--- src/mem_domain_params.svh ---
// ------------------------------
// Memory domain parameters
// Widths, address map and timing of the bus side
// ------------------------------
`ifndef MEM_DOMAIN_PARAMS_SVH
`define MEM_DOMAIN_PARAMS_SVH

// Bus widths
`define OBI_ADDR_WIDTH 32
`define OBI_DATA_WIDTH 32

// Address map, banks are contiguous from the base
`define NUM_SRAM_BANKS 2
`define NUM_TARGETS (`NUM_SRAM_BANKS + 1)
`define SRAM_BANK_WORDS 256
`define SRAM_BANK_BYTES (`SRAM_BANK_WORDS * (`OBI_DATA_WIDTH / 8))
`define SRAM_BASE_ADDR 32'h1000_0000

// Answer of the bus-error subordinate
`define ERR_RSP_DATA 32'hBADCAB1E

// Grant to rvalid, same for every target
`define RSP_LATENCY 2
// Outstanding transactions
`define MAX_TRANS 2

`endif
--- src/mem_map_pkg.sv ---
// ------------------------------
// Memory map targets
// ------------------------------

package mem_map_pkg;

  // Index of the subordinate that owns an address
  // Banks come first so bank n has index n
  typedef enum logic [1:0] {
    TGT_BANK0 = 2'd0,
    TGT_BANK1 = 2'd1,
    TGT_ERROR = 2'd2
  } target_e;

endpackage

--- src/obi_pkg.sv ---
// ------------------------------
// OBI bus types
// Request and response channels of the memory domain
// ------------------------------
`include "mem_domain_params.svh"

package obi_pkg;

  typedef logic [`OBI_ADDR_WIDTH-1:0]   addr_t;
  typedef logic [`OBI_DATA_WIDTH-1:0]   data_t;
  typedef logic [`OBI_DATA_WIDTH/8-1:0] be_t;

  // Request channel, valid while req is high
  typedef struct packed {
    addr_t addr;
    logic  we;
    be_t   be;
    data_t wdata;
  } obi_a_chan_t;

  typedef struct packed {
    logic        req;
    obi_a_chan_t a;
  } obi_req_t;

  // Response channel, valid while rvalid is high
  typedef struct packed {
    data_t rdata;
    logic  err;
  } obi_r_chan_t;

  typedef struct packed {
    logic        gnt;
    logic        rvalid;
    obi_r_chan_t r;
  } obi_rsp_t;

endpackage

--- src/obi_addr_demux.sv ---
// ------------------------------
// OBI address demux
// Steers each request to one bank or the error target
// ------------------------------
`include "mem_domain_params.svh"

module obi_addr_demux (
  input  obi_pkg::obi_req_t                     obi_req_i,
  output logic                                  gnt_o,
  output obi_pkg::obi_req_t [`NUM_TARGETS-1:0]  tgt_req_o,
  output logic                                  push_o,
  output mem_map_pkg::target_e                  push_tgt_o,
  input  logic                                  fifo_full_i,
  input  logic                                  pop_i
);

  mem_map_pkg::target_e    dec_tgt;
  logic                    accept;
  logic [`NUM_TARGETS-1:0] tgt_req;

  // Anything outside the bank window goes to the error target
  always_comb begin
    dec_tgt = mem_map_pkg::TGT_ERROR;
    for (int unsigned b = 0; b < `NUM_SRAM_BANKS; b++) begin
      if ((obi_req_i.a.addr >= obi_pkg::addr_t'(`SRAM_BASE_ADDR + b * `SRAM_BANK_BYTES)) &&
          (obi_req_i.a.addr < obi_pkg::addr_t'(`SRAM_BASE_ADDR + (b + 1) * `SRAM_BANK_BYTES)))
      begin
        dec_tgt = mem_map_pkg::target_e'(b);
      end
    end
  end

  // Hold off only when the order FIFO has no room this cycle
  assign gnt_o      = !fifo_full_i || pop_i;
  assign accept     = obi_req_i.req && gnt_o;
  assign push_o     = accept;
  assign push_tgt_o = dec_tgt;

  // Fields go to every target but req only to the decoded one
  always_comb begin
    for (int unsigned t = 0; t < `NUM_TARGETS; t++) begin
      tgt_req[t]       = accept && (dec_tgt == mem_map_pkg::target_e'(t));
      tgt_req_o[t].req = tgt_req[t];
      tgt_req_o[t].a   = obi_req_i.a;
    end
  end

endmodule

--- config.mk ---
export PLATFORM = sky130hd
export DESIGN_NAME = obi_addr_demux
export DESIGN_NICKNAME = d
export VERILOG_FILES = /design/src/mem_map_pkg.sv /design/src/obi_pkg.sv /design/src/obi_addr_demux.sv
export VERILOG_INCLUDE_DIRS = /design/src
export SDC_FILE = /design/constraint.sdc
export NUM_CORES = 1
export LEC_CHECK = 0
export BUFFER_PORTS_ARGS = -buffer_cell sky130_fd_sc_hd__buf_2
export CORE_AREA = 2 2 112 114
export DETAILED_ROUTE_END_ITERATION = 16
export DIE_AREA = 0 0 114 116
export PLACE_DENSITY = 0.54
export REMOVE_ABC_BUFFERS = 1
export SETUP_SLACK_MARGIN = 0.05
export SLEW_MARGIN = 0
export SYNTH_ARGS = -nofsm -noshare
export SYNTH_HDL_FRONTEND = slang
export SYNTH_SLANG_ARGS = --single-unit
--- constraint.sdc ---
create_clock -name vclk -period 0.9
set_input_delay 0.135 -clock vclk [all_inputs]
set_output_delay 0.135 -clock vclk [all_outputs]
set_load 0.05 [all_outputs]
---- Yosys cells after proc, flatten, opt, wreduce, memory -nomap -nowiden ----
Index checks and enable logic that the tools add are counted.
storage, ports and cells
  input bits .............................. 72
  bits in registers ....................... 0
  word-level logic and storage cells ...... 17
cells by class
  magnitude comparators ................... 4
  muxes and demuxes ....................... 2
  reduce and logical (&&, ||, !) cells .... 9
  eq/ne operators ......................... 2
operators by type and width
  operator              count
  $ge 32x29->1 const B  2
  $lt 32x29->1 const B  2
  $logic_and 1x1->1     6
  $mux 2                2
  $eq 2x1->1 const B    1
  $eq 2x2->1 const B    1
  $logic_not 2->1       1
  $logic_not 1->1       1
  $logic_or 1x1->1      1

---- Depth between registers and ports, before layout ----
  depth after elaboration ................. 6
  mapped depth ............................ 3
  mapped depth without buffers ............ 3

---- Worst setup path before layout ----
Ideal clock, no wire load.
  path type ............................... in2out
  start ................................... input port pop_i
  end ..................................... output port tgt_req_o[139] (netlist bit)
  cell stages on the path ................. 3
  path slack .............................. -1442 ps
  arrival ................................. 2207 ps
  required time ........................... 765 ps
  path through ............................ nand2b_1 -> nand2_1 -> nor4_1
RTL lines
  element             RTL line              text
  start: declaration  obi_addr_demux.sv:14  input logic pop_i
  end: declaration    obi_addr_demux.sv:10  output obi_pkg::obi_req_t [`NUM_TARGETS-1:0] tgt_req_o,

==> impl_metrics.json <==
{
  "design.die.area_um2": 13200,
  "critPathSlowestCell": "nor4b_4",
  "design_area_um2": 1120,
  "fin_util": 0.0942,
  "fillCellCount": 1389,
  "rows": 40,
  "grt_overflow_total": 0,
  "setup_violations": 5,
  "syn_area_um2": 1690,
  "worst_pin_slew_ns": 0.301,
  "cp.required_ns": 0.76,
  "slowest_delay_ns": 0.35,
  "worst_path_most_repeated_cell": "buf_8",
  "hp-class": "input pin to output pin",
  "setup_ws_ns": -0.556,
  "detail_route.wl_per_cell_um": 43.1,
  "drive_above_1_share": 0.955,
  "ir_drop_mv": 0.246,
  "dpl_cell_area_um2": 948,
  "drc": 0,
  "gp_congestion": 0.696,
  "grt_max_degree": 6,
  "muxShareOfSynthArea": 0,
  "synth_fa_ha_area_frac": 0,
  "crit_chain": "buf_8, nor4b_4, nand4_4, buf_6, o21ba_4, buf_8",
  "status": "finished with violations",
  "synth.distinct_cells": 13,
  "pwr_density_cell_nw_per_um2": 909,
  "critPathLaunchType": "input pin",
  "synth-compound-area-share": 0.00594,
  "n_antenna_cell": 0,
  "seq_cells": 0,
  "violations": "setup timing",
  "synth.avg_cell_area_um2": 7.52,
  "crit_family": "simple AND/OR/NAND/NOR gates",
  "post-place-ws_ns": -0.771,
  "floorplan.initialDensity": 0.141,
  "yosys.area_share.simple": 0.0676,
  "hold_viol_final": 0,
  "ios": 286,
  "fin_crit_sh": 1.62,
  "slew_headroom": 0.799,
  "nClkBuffers": 0,
  "port_buffers": 98,
  "fmax_mhz": 687,
  "antenna_left": 0,
  "path_buf_inv": 3,
  "path_max_fanout": 5,
  "firstDrtPassIters": 4,
  "core_area_um2": 11900,
  "synth_cells": 224,
  "drv_cap": 0,
  "multiInputGateArea_um2": 199,
  "dr_total_vias": 1055,
  "power_leakage_nw": 0.571,
  "die_w_um": 114,
  "grt_pass1_vias": 870,
  "critPathKind": "input pin to output pin",
  "synth_xor_area_frac": 0,
  "place_hpwl_um": 10900,
  "grt_pass1_wl_um": 13500,
  "finalCriticalPeriod_ns": 1.46,
  "grt_antenna_before_repair": 0,
  "synth_seq_area_share": 0,
  "rsz0062_at_grt": "yes",
  "vias_per_cell": 3.77,
  "syn2layout_area_growth_pct": -33.4,
  "ys_warn_count": 0,
  "arrival_ns": 1.32,
  "drv_slew": 0,
  "drt_wl_total_um": 12100,
  "critical_path.endpoint_type": "output pin",
  "fin_tns_setup_ns": -2.53,
  "drt_iter0_markers": 69,
  "register_area_um2": 0,
  "chipHeight_um": 116,
  "synth_top_family_by_area": "buffers and inverters",
  "num-nets-final": 207,
  "grt_usage": 0.168
}
## cell families (layout without fill, tap and decap cells)
group | Yosys count | in the layout
and+or+nand+nor | 14 | 14
buffers and inverters | 209 | 118
AOI/OAI and AO/OA | 1 | 1
## layout make-up
cell class,instances,area share
Multi-Input combinational cell,15,0.177
Tap cell,147,0.164
Inverter,2,0.00892
Timing Repair Buffer,116,0.650
## through the flow
step                instances  power [mW]  hold WS (ns)
global route              280        1.06         0.271
detailed placement        279       0.958         0.273
finish                    280        1.02         0.272
CTS                       280        1.00         0.273
global placement          279       0.958         0.273
floorplan                  17      0.0505         0.270
## cell usage after synthesis (all sizes together)
cell | instances | area share
buf | 207 | 0.92
inv | 2 | 0.0045
nand2 | 2 | 0.0045
nand2b | 1 | 0.0037
nand4 | 1 | 0.0074
nor2 | 1 | 0.0022
nor3 | 2 | 0.0059
nor4 | 5 | 0.031
nor4b | 1 | 0.0089
o21ba | 1 | 0.0059
or2 | 1 | 0.0037
## layer usage
layer	vias to the layer above	wire length (um)	GRT usage
li1	300	-	-
met1	488	3000	0.120
met2	253	6050	0.307
met3	10	2820	0.181
met4	4	93	0.00976
met5	-	103	0.0593
## report_power, final
part	internal, mW	total (mW)	switching (mW)	leakage (nW)
logic	0.260	1.02	0.761	0.571
registers	0	0	0	0
clock network	0	0	0	0
total	0.260	1.02	0.761	0.571
## cells in the final DEF (no fill, tap or decap), types with 2 or more instances in the layout
master	n
nor4_2	2
buf_8	3
buf_4	19
buf_2	84
buf_6	9
nor3_1	2
nor4_4	3
## what timing repair did
action	in CTS	in global routing
gates cloned	0	0
endpoints found under the setup margin	6	6
setup buffers	1	0
pin swaps	7	7
hold buffers	0	0
resized for setup	24	15
hold endpoints to repair	0	0
## path summary, 6_finish.rpt
check	startpoint	endpoint	slack, ns	cells past startpoint
worst min-delay path	obi_req_i[41]	tgt_req_o[111]	0.27	0
worst max-delay path	obi_req_i[66]	tgt_req_o[209]	-0.56	6
Note: power is estimated with default switching activity, not from simulation.
