**src/mem_domain_params.svh**
```systemverilog
// ------------------------------
// Memory domain parameters
// Widths, address map and timing of the bus side
// ------------------------------
`ifndef MEM_DOMAIN_PARAMS_SVH
`define MEM_DOMAIN_PARAMS_SVH

// Bus widths
`define OBI_ADDR_WIDTH 32
`define OBI_DATA_WIDTH 32

// Address map, banks are contiguous from the base
`define NUM_SRAM_BANKS 2
`define NUM_TARGETS (`NUM_SRAM_BANKS + 1)
`define SRAM_BANK_WORDS 256
`define SRAM_BANK_BYTES (`SRAM_BANK_WORDS * (`OBI_DATA_WIDTH / 8))
`define SRAM_BASE_ADDR 32'h1000_0000

// Answer of the bus-error subordinate
`define ERR_RSP_DATA 32'hBADCAB1E

// Grant to rvalid, same for every target
`define RSP_LATENCY 2
// Outstanding transactions
`define MAX_TRANS 2

`endif
```
**src/mem_map_pkg.sv**
```systemverilog
// ------------------------------
// Memory map targets
// ------------------------------

package mem_map_pkg;

  // Index of the subordinate that owns an address
  // Banks come first so bank n has index n
  typedef enum logic [1:0] {
    TGT_BANK0 = 2'd0,
    TGT_BANK1 = 2'd1,
    TGT_ERROR = 2'd2
  } target_e;

endpackage

```
**src/obi_pkg.sv**
```systemverilog
// ------------------------------
// OBI bus types
// Request and response channels of the memory domain
// ------------------------------
`include "mem_domain_params.svh"

package obi_pkg;

  typedef logic [`OBI_ADDR_WIDTH-1:0]   addr_t;
  typedef logic [`OBI_DATA_WIDTH-1:0]   data_t;
  typedef logic [`OBI_DATA_WIDTH/8-1:0] be_t;

  // Request channel, valid while req is high
  typedef struct packed {
    addr_t addr;
    logic  we;
    be_t   be;
    data_t wdata;
  } obi_a_chan_t;

  typedef struct packed {
    logic        req;
    obi_a_chan_t a;
  } obi_req_t;

  // Response channel, valid while rvalid is high
  typedef struct packed {
    data_t rdata;
    logic  err;
  } obi_r_chan_t;

  typedef struct packed {
    logic        gnt;
    logic        rvalid;
    obi_r_chan_t r;
  } obi_rsp_t;

endpackage

```
**src/obi_rsp_mux.sv**
```systemverilog
// ------------------------------
// OBI response mux
// Forwards the response owed by the FIFO head target
// ------------------------------
`include "mem_domain_params.svh"

module obi_rsp_mux (
  input  obi_pkg::obi_rsp_t [`NUM_TARGETS-1:0] tgt_rsp_i,
  input  mem_map_pkg::target_e                 head_tgt_i,
  input  logic                                 empty_i,
  output obi_pkg::obi_rsp_t                    rsp_o,
  output logic                                 pop_o
);

  localparam int unsigned N = `NUM_TARGETS;

  obi_pkg::obi_rsp_t head_rsp;
  logic [N-1:0]      rvalid_vec;

  assign head_rsp = tgt_rsp_i[head_tgt_i];
  assign pop_o    = !empty_i && head_rsp.rvalid;

  // Grant is merged in by the top
  assign rsp_o.gnt    = 1'b0;
  assign rsp_o.rvalid = pop_o;
  assign rsp_o.r      = head_rsp.r;

  // Responses must come back in issue order
  always_comb begin
    for (int unsigned t = 0; t < N; t++) begin
      rvalid_vec[t] = tgt_rsp_i[t].rvalid;
    end
    if (|rvalid_vec) begin
      assert final (!empty_i && (rvalid_vec == (N'(1) << head_tgt_i)))
        else $error("rsp mux: rvalid from a target that is not at the head");
    end
  end

endmodule

```
**config.mk**
```make
export PLATFORM = sky130hd
export DESIGN_NAME = obi_rsp_mux
export DESIGN_NICKNAME = d
export VERILOG_FILES = /design/src/mem_map_pkg.sv /design/src/obi_pkg.sv /design/src/obi_rsp_mux.sv
export VERILOG_INCLUDE_DIRS = /design/src
export SDC_FILE = /design/constraint.sdc
export NUM_CORES = 1
export LEC_CHECK = 0
export BUFFER_PORTS_ARGS = -buffer_cell sky130_fd_sc_hd__buf_2
export CAP_MARGIN = 10
export CORE_MARGIN = 2
export CORE_UTILIZATION = 30
export DETAILED_ROUTE_END_ITERATION = 8
export GPL_TIMING_DRIVEN = 0
export PLACE_DENSITY = 0.89
export SYNTH_ARGS = -nofsm -noshare
export SYNTH_HDL_FRONTEND = slang
export SYNTH_SLANG_ARGS = --single-unit
```
**constraint.sdc**
```tcl
create_clock -name vclk -period 2.62
set_input_delay 0.393 -clock vclk [all_inputs]
set_output_delay 0.393 -clock vclk [all_outputs]
set_load 0.005 [all_outputs]
```
Yosys cells after proc, flatten, opt, wreduce, memory -nomap -nowiden --
Index checks and enable logic that the tools add are counted.
Storage, ports and cells: register bits 0, latch bits 0, memory bits (writable) 0, ROM bits 0, input bits 108, output and inout bits 36, word-level logic and storage cells 5, memories kept 0
Operators by class: add/sub/neg operators 0, multiply operators 0, divide/modulo/power cells 0, magnitude comparators 1, equality and inequality tests 0, shifts and indexed selects 0, multiplexer cells 2, bitwise logic cells 0, reductions and logical operators 2
Operators with widths (count):
- 35-bit binary-select mux with 2-bit select | 1
- 34-bit two-way mux | 1
- 2-bit by 3-bit < comparator with 1-bit output (second input constant) | 1
- 1-bit logical AND | 1
- 1-bit logical NOT | 1

Logic depth before layout (Yosys ltp) --
word-level depth 3, mapped depth 6, mapped depth without buffers 3

Worst setup path after synthesis --
No wires, ideal clock.
path kind input to output, start input head_tgt_i[1], end output rsp_o[33] (netlist bit), arrival 1.150 ns, data required time 2.227 ns, setup slack 1.077 ns, stages 5, path buffers 2, path through buf_6 nor2b_1 a211oi_1 a211oi_1 buf_4
Between the ends: cells in the longest elaborated chain, start to end 3
RTL lines:
- start, declared | line obi_rsp_mux.sv:9 | input mem_map_pkg::target_e head_tgt_i,
- 35-bit binary-select mux with 2-bit select | line obi_rsp_mux.sv:20 | assign head_rsp = tgt_rsp_i[head_tgt_i];
- 34-bit two-way mux (implied by the code) | line obi_rsp_mux.sv:20
- 1-bit logical AND | line obi_rsp_mux.sv:21 | assign pop_o = !empty_i && head_rsp.rvalid;
- end, declared | line obi_rsp_mux.sv:11 | output obi_pkg::obi_rsp_t rsp_o,
No other way between the ends. The select of a mux whose other input is x is not followed.

==> flow_metrics.tcl <==
set metrics [dict create \
    design.die.area_um2 3120 \
    via_per_inst 4.59 \
    synth-seq-area-share 0 \
    switching_power_uw 99.1 \
    critical_path_class "input port to primary output" \
    gr-total-overflow 0 \
    hold_path_end "pop_o" \
    p_int_uw 142 \
    regArea_um2 0 \
    ys_top_cells_by_area "mux2i_1 41%, o21ai_1 18%, nand2_1 15%" \
    status "completed" \
    hold_depth 3 \
    grt_max_degree 11 \
    max-vdd-ir-drop_mv 0.0975 \
    die_x_um 55.9 \
    hpwl_um 2690 \
    finalSetupViolations 0 \
    hold_viol_final 0 \
    hold_path_startpoint "empty_i" \
    cts_resized 0 \
    grt-busiest-layer "met2" \
    seqPwrFrac 0 \
    grt_pass1_wl_um 4990 \
    row_count 18 \
    post_cts_buffers 0 \
    io_buffers 138 \
    pwr_density_cell_nw_per_um2 157 \
    end_kind "primary output" \
    yosys.area.top_type "mux2i_1" \
    swShare 0.411 \
    grt_use_met2 0.386 \
    diodes 0 \
    syn_area_per_cell_um2 6.78 \
    vias 1318 \
    core_region_area_um2 2520 \
    grtUsageTotal 0.185 \
    fin_ws_ns 0.954 \
    drt-initial-drc-count 56 \
    fin_nets 367 \
    p_leak_uw 0.000939 \
    fmax_mhz 600 \
    finalCritPeriodShare 0.636 \
    grtUsageMet3 0.0209 \
    synth_cells 119 \
    cts_hold_buf 0 \
    slew_violations 0 \
    maxCapViolCount 0 \
    cp-startpoint "head_tgt_i[1]" \
    pwr-share-comb 1.000 \
    drt_wl_total_um 3160 \
    hp-class "input port to primary output" \
    tns_ns 0 \
    pre_cts_ws_ns 0.915 \
    ys_types 14 \
    clockBufferCount 0 \
    grt_pass1_vias 1212 \
    syn_area_um2 807 \
    antenna_found_initial 0 \
    antenna_left 0 \
    crit_path_start_kind "input port" \
    seq_cell_count 0 \
    first_pass_iters 4 \
    timing.hold.ws_ns 1.03 \
    drc 0 \
    multiInputGateArea_um2 668 \
    ys.warnings.count 0 \
    nFillCells 258 \
    arrival_ns 1.27 \
    rsz0062_at_grt "no" \
    cp.required_ns 2.23 \
    syn-num-nets 227 \
    start_util 0.320 \
    io_pins 144 \
    die_y_um 55.9 \
    synth_top_area_frac 0.409 \
    grt_util_met1 0.207 \
    clkPwrFrac 0 \
    drive_above_1_share 0.588 \
    globalplace.congestion 0.716 \
    wire_per_inst_um 11.0 \
    area_growth_pct 90.2 \
    period_minus_slack_ns 1.67 \
    path_max_fanout 10 \
]
## cells in the final DEF, fill, tap and decap left out
master and instances:
a211oi_1 2, buf_2 138, buf_4 2, buf_6 6, buf_8 3, clkbuf_1 3
conb_1 1, mux2i_1 33, nand2_1 33, nand2b_1 1, nor2b_1 1, nor2b_4 1
o21ai_0 3, o21ai_1 29, o21ai_2 1
## worst max-delay path by stage
stage | to | depth (start not counted)
floorplan | rsp_o[33] | 5
global placement | rsp_o[33] | 6
detailed placement | rsp_o[33] | 6
CTS | rsp_o[33] | 6
global route | rsp_o[33] | 6
finish | rsp_o[33] | 6
## Yosys cell counts (all sizes together)
cell type and n:
a211oi 2, buf 11, clkbuf 3, conb 1, mux2i 33, nand2 33, nand2b 1, nor2b 2
o21ai 33
## routing by layer
layer | wire length, um | vias up
met5 | 0 | -
met4 | 0 | 0
met1 | 1170 | 553
li1 | - | 689
met3 | 289 | 0
met2 | 1700 | 76
## power groups by stage
stage | sequential (uW) | clock (uW) | combinational [uW]
finish | 0 | 0 | 241
floorplan | 0 | 0 | 116
CTS | 0 | 0 | 245
detailed placement | 0 | 0 | 244
global route | 0 | 0 | 268
global placement | 0 | 0 | 239
## stage by stage
| step | cell area (um2) | std cells | util | total power [uW] |
|---|---|---|---|---|
| finish | 1540 | 287 | 0.609 | 241 |
| global route | 1540 | 287 | 0.609 | 268 |
| global placement | 1540 | 287 | 0.609 | 239 |
| CTS | 1540 | 287 | 0.609 | 245 |
| floorplan | 807 | 119 | - | 116 |
| detailed placement | 1540 | 287 | 0.609 | 244 |
## worst max-delay path: stages
cell and delay, ns:
buf_6 0.13, nor2b_1 0.11, a211oi_1 0.05, a211oi_1 0.31, buf_4 0.17, buf_2 0.10
## final cells by class
| class | count | share of cell area |
|---|---|---|
| multi-input combinational | 105 | 0.435 |
| timing repair buffer | 138 | 0.450 |
| tap | 30 | 0.0244 |
| buffer | 14 | 0.0905 |
## logic make-up after synthesis
| family | count (synthesis) | share of synthesized area |
|---|---|---|
| buffers and inverters | 14 | 0.172 |
| AO/OA/AOI/OAI | 35 | 0.228 |
| other | 1 | 0.00465 |
| AND/OR/NAND/NOR | 36 | 0.186 |
| multiplexers | 33 | 0.409 |
No activity file was read; power rests on OpenSTA's default activity.
