### src/mem_domain_params.svh
// ------------------------------
// Memory domain parameters
// Widths, address map and timing of the bus side
// ------------------------------
`ifndef MEM_DOMAIN_PARAMS_SVH
`define MEM_DOMAIN_PARAMS_SVH

// Bus widths
`define OBI_ADDR_WIDTH 32
`define OBI_DATA_WIDTH 32

// Address map, banks are contiguous from the base
`define NUM_SRAM_BANKS 2
`define NUM_TARGETS (`NUM_SRAM_BANKS + 1)
`define SRAM_BANK_WORDS 256
`define SRAM_BANK_BYTES (`SRAM_BANK_WORDS * (`OBI_DATA_WIDTH / 8))
`define SRAM_BASE_ADDR 32'h1000_0000

// Answer of the bus-error subordinate
`define ERR_RSP_DATA 32'hBADCAB1E

// Grant to rvalid, same for every target
`define RSP_LATENCY 2
// Outstanding transactions
`define MAX_TRANS 2

`endif
### src/mem_map_pkg.sv
// ------------------------------
// Memory map targets
// ------------------------------

package mem_map_pkg;

  // Index of the subordinate that owns an address
  // Banks come first so bank n has index n
  typedef enum logic [1:0] {
    TGT_BANK0 = 2'd0,
    TGT_BANK1 = 2'd1,
    TGT_ERROR = 2'd2
  } target_e;

endpackage

### src/obi_txn_fifo.sv
// ------------------------------
// Transaction order FIFO
// Target index of each in-flight transaction, oldest first
// ------------------------------
`include "mem_domain_params.svh"

module obi_txn_fifo (
  input  logic                 clk_i,
  input  logic                 rst_i,
  input  logic                 push_i,
  input  mem_map_pkg::target_e push_tgt_i,
  input  logic                 pop_i,
  output mem_map_pkg::target_e head_tgt_o,
  output logic                 empty_o,
  output logic                 full_o
);

  localparam int unsigned DEPTH = `MAX_TRANS;
  localparam int unsigned PTR_W = (DEPTH > 1) ? $clog2(DEPTH) : 1;
  localparam int unsigned CNT_W = $clog2(DEPTH + 1);

  mem_map_pkg::target_e slot_q [DEPTH];
  logic [PTR_W-1:0]     wr_ptr_q;
  logic [PTR_W-1:0]     rd_ptr_q;
  logic [CNT_W-1:0]     count_q;
  logic                 do_push;
  logic                 do_pop;

  function automatic logic [PTR_W-1:0] ptr_next(input logic [PTR_W-1:0] ptr);
    return (ptr == PTR_W'(DEPTH - 1)) ? '0 : ptr + 1'b1;
  endfunction

  assign empty_o    = (count_q == '0);
  assign full_o     = (count_q == CNT_W'(DEPTH));
  // A full FIFO still takes a push when the head leaves this cycle
  assign do_push    = push_i && (!full_o || pop_i);
  assign do_pop     = pop_i && !empty_o;
  assign head_tgt_o = slot_q[rd_ptr_q];

  always_ff @(posedge clk_i) begin
    if (do_push) begin
      slot_q[wr_ptr_q] <= push_tgt_i;
    end
  end

  always_ff @(posedge clk_i) begin
    if (rst_i) begin
      wr_ptr_q <= '0;
      rd_ptr_q <= '0;
      count_q  <= '0;
    end else begin
      if (do_push) wr_ptr_q <= ptr_next(wr_ptr_q);
      if (do_pop)  rd_ptr_q <= ptr_next(rd_ptr_q);
      case ({do_push, do_pop})
        2'b10:   count_q <= count_q + 1'b1;
        2'b01:   count_q <= count_q - 1'b1;
        default: count_q <= count_q;
      endcase
    end
  end

  // ----------------------------
  // Checks
  // ----------------------------
  a_no_overflow: assert property (@(posedge clk_i) disable iff (rst_i)
    push_i |-> (!full_o || pop_i))
    else $error("txn fifo: push while full");

  a_no_underflow: assert property (@(posedge clk_i) disable iff (rst_i)
    pop_i |-> !empty_o)
    else $error("txn fifo: pop while empty");

endmodule

### config.mk
export PLATFORM = sky130hd
export DESIGN_NAME = obi_txn_fifo
export DESIGN_NICKNAME = d
export VERILOG_FILES = /design/src/mem_map_pkg.sv /design/src/obi_txn_fifo.sv
export VERILOG_INCLUDE_DIRS = /design/src
export SDC_FILE = /design/constraint.sdc
export NUM_CORES = 1
export LEC_CHECK = 0
export BUFFER_PORTS_ARGS = -buffer_cell sky130_fd_sc_hd__buf_2
export CORE_AREA = 2 2 39 41
export CTS_BUF_LIST = sky130_fd_sc_hd__clkbuf_16
export DETAILED_ROUTE_END_ITERATION = 16
export DIE_AREA = 0 0 41 43
export GPL_TIMING_DRIVEN = 0
export MAX_ROUTING_LAYER = met4
export PLACE_DENSITY = 0.45
export SLEW_MARGIN = 10
export SYNTH_ARGS = -nofsm -noshare
export SYNTH_HDL_FRONTEND = slang
export SYNTH_SLANG_ARGS = --single-unit
### constraint.sdc
create_clock -name clk_i -period 2.1 [get_ports clk_i]
set_input_delay 0.63 -clock clk_i [delete_from_list [all_inputs] [get_ports clk_i]]
set_output_delay 0.63 -clock clk_i [all_outputs]
set_load 0.1 [all_outputs]
# Yosys cells after proc, flatten, opt, wreduce, memory -nomap -nowiden
# Memory sizes are Yosys's and may differ from the RTL's. A register that Yosys moved wholly into a read port is not among the register bits.
# Index checks and enable logic that the tools add are counted.
[totals]
ff_bits = 4
ramBits = 4
in_bits = 6
output_inout_bits = 4
word_cells = 25
memories = 1
[op_classes]
add_sub_neg = 4
eq_ne = 3
muxes = 7
reduce_logical = 7
[mem_list]
columns = ["name", "depth", "width", "read_ports", "rd_clocked_by_memory_dff", "write_ports", "line_no", "source"]
rows = [
  ["slot_q", 2, 2, 1, 1, 1, "obi_txn_fifo.sv:22", "mem_map_pkg::target_e slot_q [DEPTH];"],
]
[ops]
columns = ["operator", "n"]
rows = [
  ["$mux 1", 6],
  ["$eq 2x2->1 const B", 2],
  ["$pmux 2 s2", 1],
  ["$add 1x1->1 const B", 2],
  ["$add 2x1->2 const B", 1],
  ["$eq 2x1->1 const B", 1],
  ["$logic_and 1x1->1", 2],
  ["$logic_not 1->1", 2],
  ["$logic_not 2->1", 1],
  ["$reduce_bool 2->1", 1],
  ["$sub 2x1->2 const B", 1],
  ["$logic_or 1x1->1", 1],
]

# Longest topological paths before layout
[depth]
depth_word = 6
depth_mapped = 6

# Worst setup path after synthesis
# OpenSTA, ideal clock, no wires.
[synth_timing]
kind = "register to output"
from = "register count_q[0]"
to = "output empty_o"
t_arrival_ns = 1.608
path_slack_ns = -0.138
stages_incl_launch_ff = 2
path_cell_list = "dfxtp_1 > nor2_1"
[synth_between]
elab_chain_len = 1
[synth_lines]
columns = ["element", "line_no", "source"]
rows = [
  ["start: declaration", "obi_txn_fifo.sv:25", "logic [CNT_W-1:0] count_q;"],
  ["start signal: assignment", "obi_txn_fifo.sv:55", "2'b10: count_q <= count_q + 1'b1;"],
  ["start signal: assignment", "obi_txn_fifo.sv:56", "2'b01: count_q <= count_q - 1'b1;"],
  ["start signal: assignment", "obi_txn_fifo.sv:57", "default: count_q <= count_q;"],
  ["$logic_not 2->1", "obi_txn_fifo.sv:33", "assign empty_o = (count_q == '0);"],
  ["end: declaration", "obi_txn_fifo.sv:14", "output logic empty_o,"],
]
# Every way passes these cells.

# Final worst setup path
[layout_timing]
from = "register count_q[0]"
to = "output full_o"
[layout_between]
elab_chain_len = 1
[layout_lines]
columns = ["element", "line_no", "source"]
rows = [
  ["$eq 2x2->1", "obi_txn_fifo.sv:34", "assign full_o = (count_q == CNT_W'(DEPTH));"],
  ["end: declaration", "obi_txn_fifo.sv:15", "output logic full_o"],
]
# Every way passes these cells.

==> qor.yml <==
floorplan:
  horiz_die_dim_um: 41
  row_count: 14
  fp.dieH_um: 43
  initial_utilization_pct: 26.7
  floorplan.die_area_um2: 1760
  core_area_um2: 1380
  top_level_port_count: 10
detailed_routing:
  firstDrtPassIters: 4
  routed_wire_per_std_cell_um: 10.1
  postRouteWirelength_um: 619
  drcViolationCount: 0
  detail_route.iter0.violations: 5
  ant_nets_after_route: 0
  via_count: 269
  routed_via_density: 4.41
worst_hold_path:
  hold_path_startpoint: "rd_ptr_q"
  holdCritPathClass: "reg2reg"
  worst_hold_path.num_cells: 2
yosys:
  syn-instance-count: 32
  postSynthRegisterBits: 9
  postSynthAreaPerCell_um2: 11.5
  syn_nets: 39
  yosysSeqAreaShare_pct: 59.7
  netlist_top_cells_area: "edfxtp_1 (33%), dfxtp_1 (27%), nor2_1 (8.1%)"
  synth_top_cell_by_area: "edfxtp_1"
  ys_warn_count: 0
  synth_cell_types: 15
  synth_largest_type_area_fraction_pct: 32.5
  synthesis.area_um2: 369
global_routing:
  grt_pass1_vias: 254
  global_route_wire_length_before_repair_um: 1030
  antenna_violations_before_repair: 0
  grt_start_max_net_pins: 7
  grt_overflow: 0
  aggregate_global_route_resource_usage_pct: 9.90
cts:
  tritoncts_num_sinks: 9
  cts_made_buffers: 3
  post_cts.repair.setup_buffers: 0
  clk_transition_reported_paths_ns: 0.04
  post_cts_hold_buffers: 0
  clock_tree.buffer_depth: 2
  ctsHtreeMaxLevel: 1
  cts_resized: 0
  clk-insertion-delay-late_ns: 0.23
  tritoncts: "done"
  cts_root_buffer: "clkbuf_16"
worst_setup_path:
  critPathRequiredTime_ns: 1.47
  critical_path.startpoint_type: "flip-flop"
  cp-end-kind: "primary output"
  worstReg2RegStart: "count_q[0]"
  worst_ep_arrival_time_ns: 1.26
  timing.rr.end: "count_q[1]"
  rr_worst_depth: 5
  path_class: "reg2out"
  startpoint: "count_q[0]"
  rrSetupSlack_ns: 0.45
  crit_fanout: 5
flow_run:
  max_cap_violations: 0
cells_and_area:
  layout.filler_cells: 138
  num_antenna_cells: 0
  flow.area_growth_from_synthesis_pct: 39.7
  layout.cells.non_filler: 61
  layout-drive-gt1-share_pct: 35.6
  final_nets: 53
  stdcell_area_um2: 515
placed_design:
  place_inst: 57
  post_place_instance_area_um2: 437
  pre_cts_ws_ns: 0.231
  port_buffers: 9
  post-dp-hpwl_um: 451
  routabilityCongestion: 0.643
timing:
  hold_viol: 0
  final.setup_skew_ns: 0.00130
  totalNegativeSetupSlack_ns: 0
  timing_limited_maximum_frequency_ghz: 0.530
  final.period_utilization_pct: 89.9
  rsz0062_at_grt: "false"
  maxSlewHeadroom_pct: 67.8
  worst_setup_slack_final_ns: 0.212
  timing_max_transition_violations_final: 0
  timing_worst_slew_pin_value_ns: 0.486
  timing.final.setup_violations: 0
  layout_min_cycle_time_ns: 1.89
status:
  run_status: "completed"
==> through the flow <==
stage	hold slack, ns	util, %
final	0.509	37.3
after floorplan	0.481	-
after global routing	0.533	37.3
after CTS	0.514	37.3
after detailed placement	0.500	31.6
after global placement	0.504	31.6
==> worst max-delay path by stage <==
stage                 endpoint  slack (ns)  cells past startpoint
detailed placement  count_q[1]        0.23                      5
global placement    count_q[1]        0.27                      5
floorplan              empty_o        0.32                      1
global route            full_o        0.17                      3
CTS                     full_o        0.20                      3
finish                  full_o        0.21                      3
==> cell usage after synthesis (all sizes together) <==
| cell | instances |
|---|---|
| nor2 | 8 |
| dfxtp | 5 |
| edfxtp | 4 |
| mux2 | 3 |
| inv | 2 |
| o21ai | 2 |
| xnor2 | 2 |
| a21oi | 1 |
| ha | 1 |
| nand2b | 1 |
| o21a | 1 |
| or3 | 1 |
| xor2 | 1 |
==> worst max-delay path: stages, from the launching register on <==
cell and delay [ns]:
dfxtp_1 0.36, nand2b_1 0.19, inv_1 0.06, buf_2 0.41
==> cells by family (layout without fill, tap and decap cells) <==
| family | after synthesis | in the layout | share of synthesized area (%) |
|---|---|---|---|
| XOR/XNOR | 3 | 3 | 7.12 |
| adder cells (fa/ha/maj) | 1 | 1 | 3.39 |
| flip-flops | 9 | 9 | 59.7 |
| AO/OA/AOI/OAI | 4 | 4 | 7.12 |
| multiplexers | 3 | 3 | 9.15 |
| buffers and inverters | 2 | 15 | 2.03 |
| AND/OR/NAND/NOR | 10 | 10 | 11.5 |
==> area by class of cell <==
cell class | instances | area [µm²] | area share, %
timing repair buffer | 9 | 45.0 | 8.74
clock inverter | 1 | 3.75 | 0.728
sequential | 9 | 220 | 42.7
multi-input combinational | 21 | 144 | 27.9
inverter | 2 | 7.51 | 1.46
clock buffer | 3 | 75.1 | 14.6
tap | 16 | 20.0 | 3.88
==> routing by layer <==
metal  track usage (%)  vias to the layer above  routed length, µm
met3              6.28                        2                 32
met5                 -                        -                  0
li1                  -                      135                  -
met2              13.4                        6                311
met1              9.36                      126                258
met4              8.00                        0                 16
==> cell usage in the layout, fill, tap and decap left out, types with 2 or more instances in the layout <==
cell type,count
clkbuf_16,3
nor2_1,7
xnor2_1,2
inv_1,3
mux2_2,2
edfxtp_1,4
buf_2,9
dfxtp_1,5
Power is left out: the tool's default activity adds up to more than one toggle a clock period on the data nets, which glitch-free logic cannot reach.
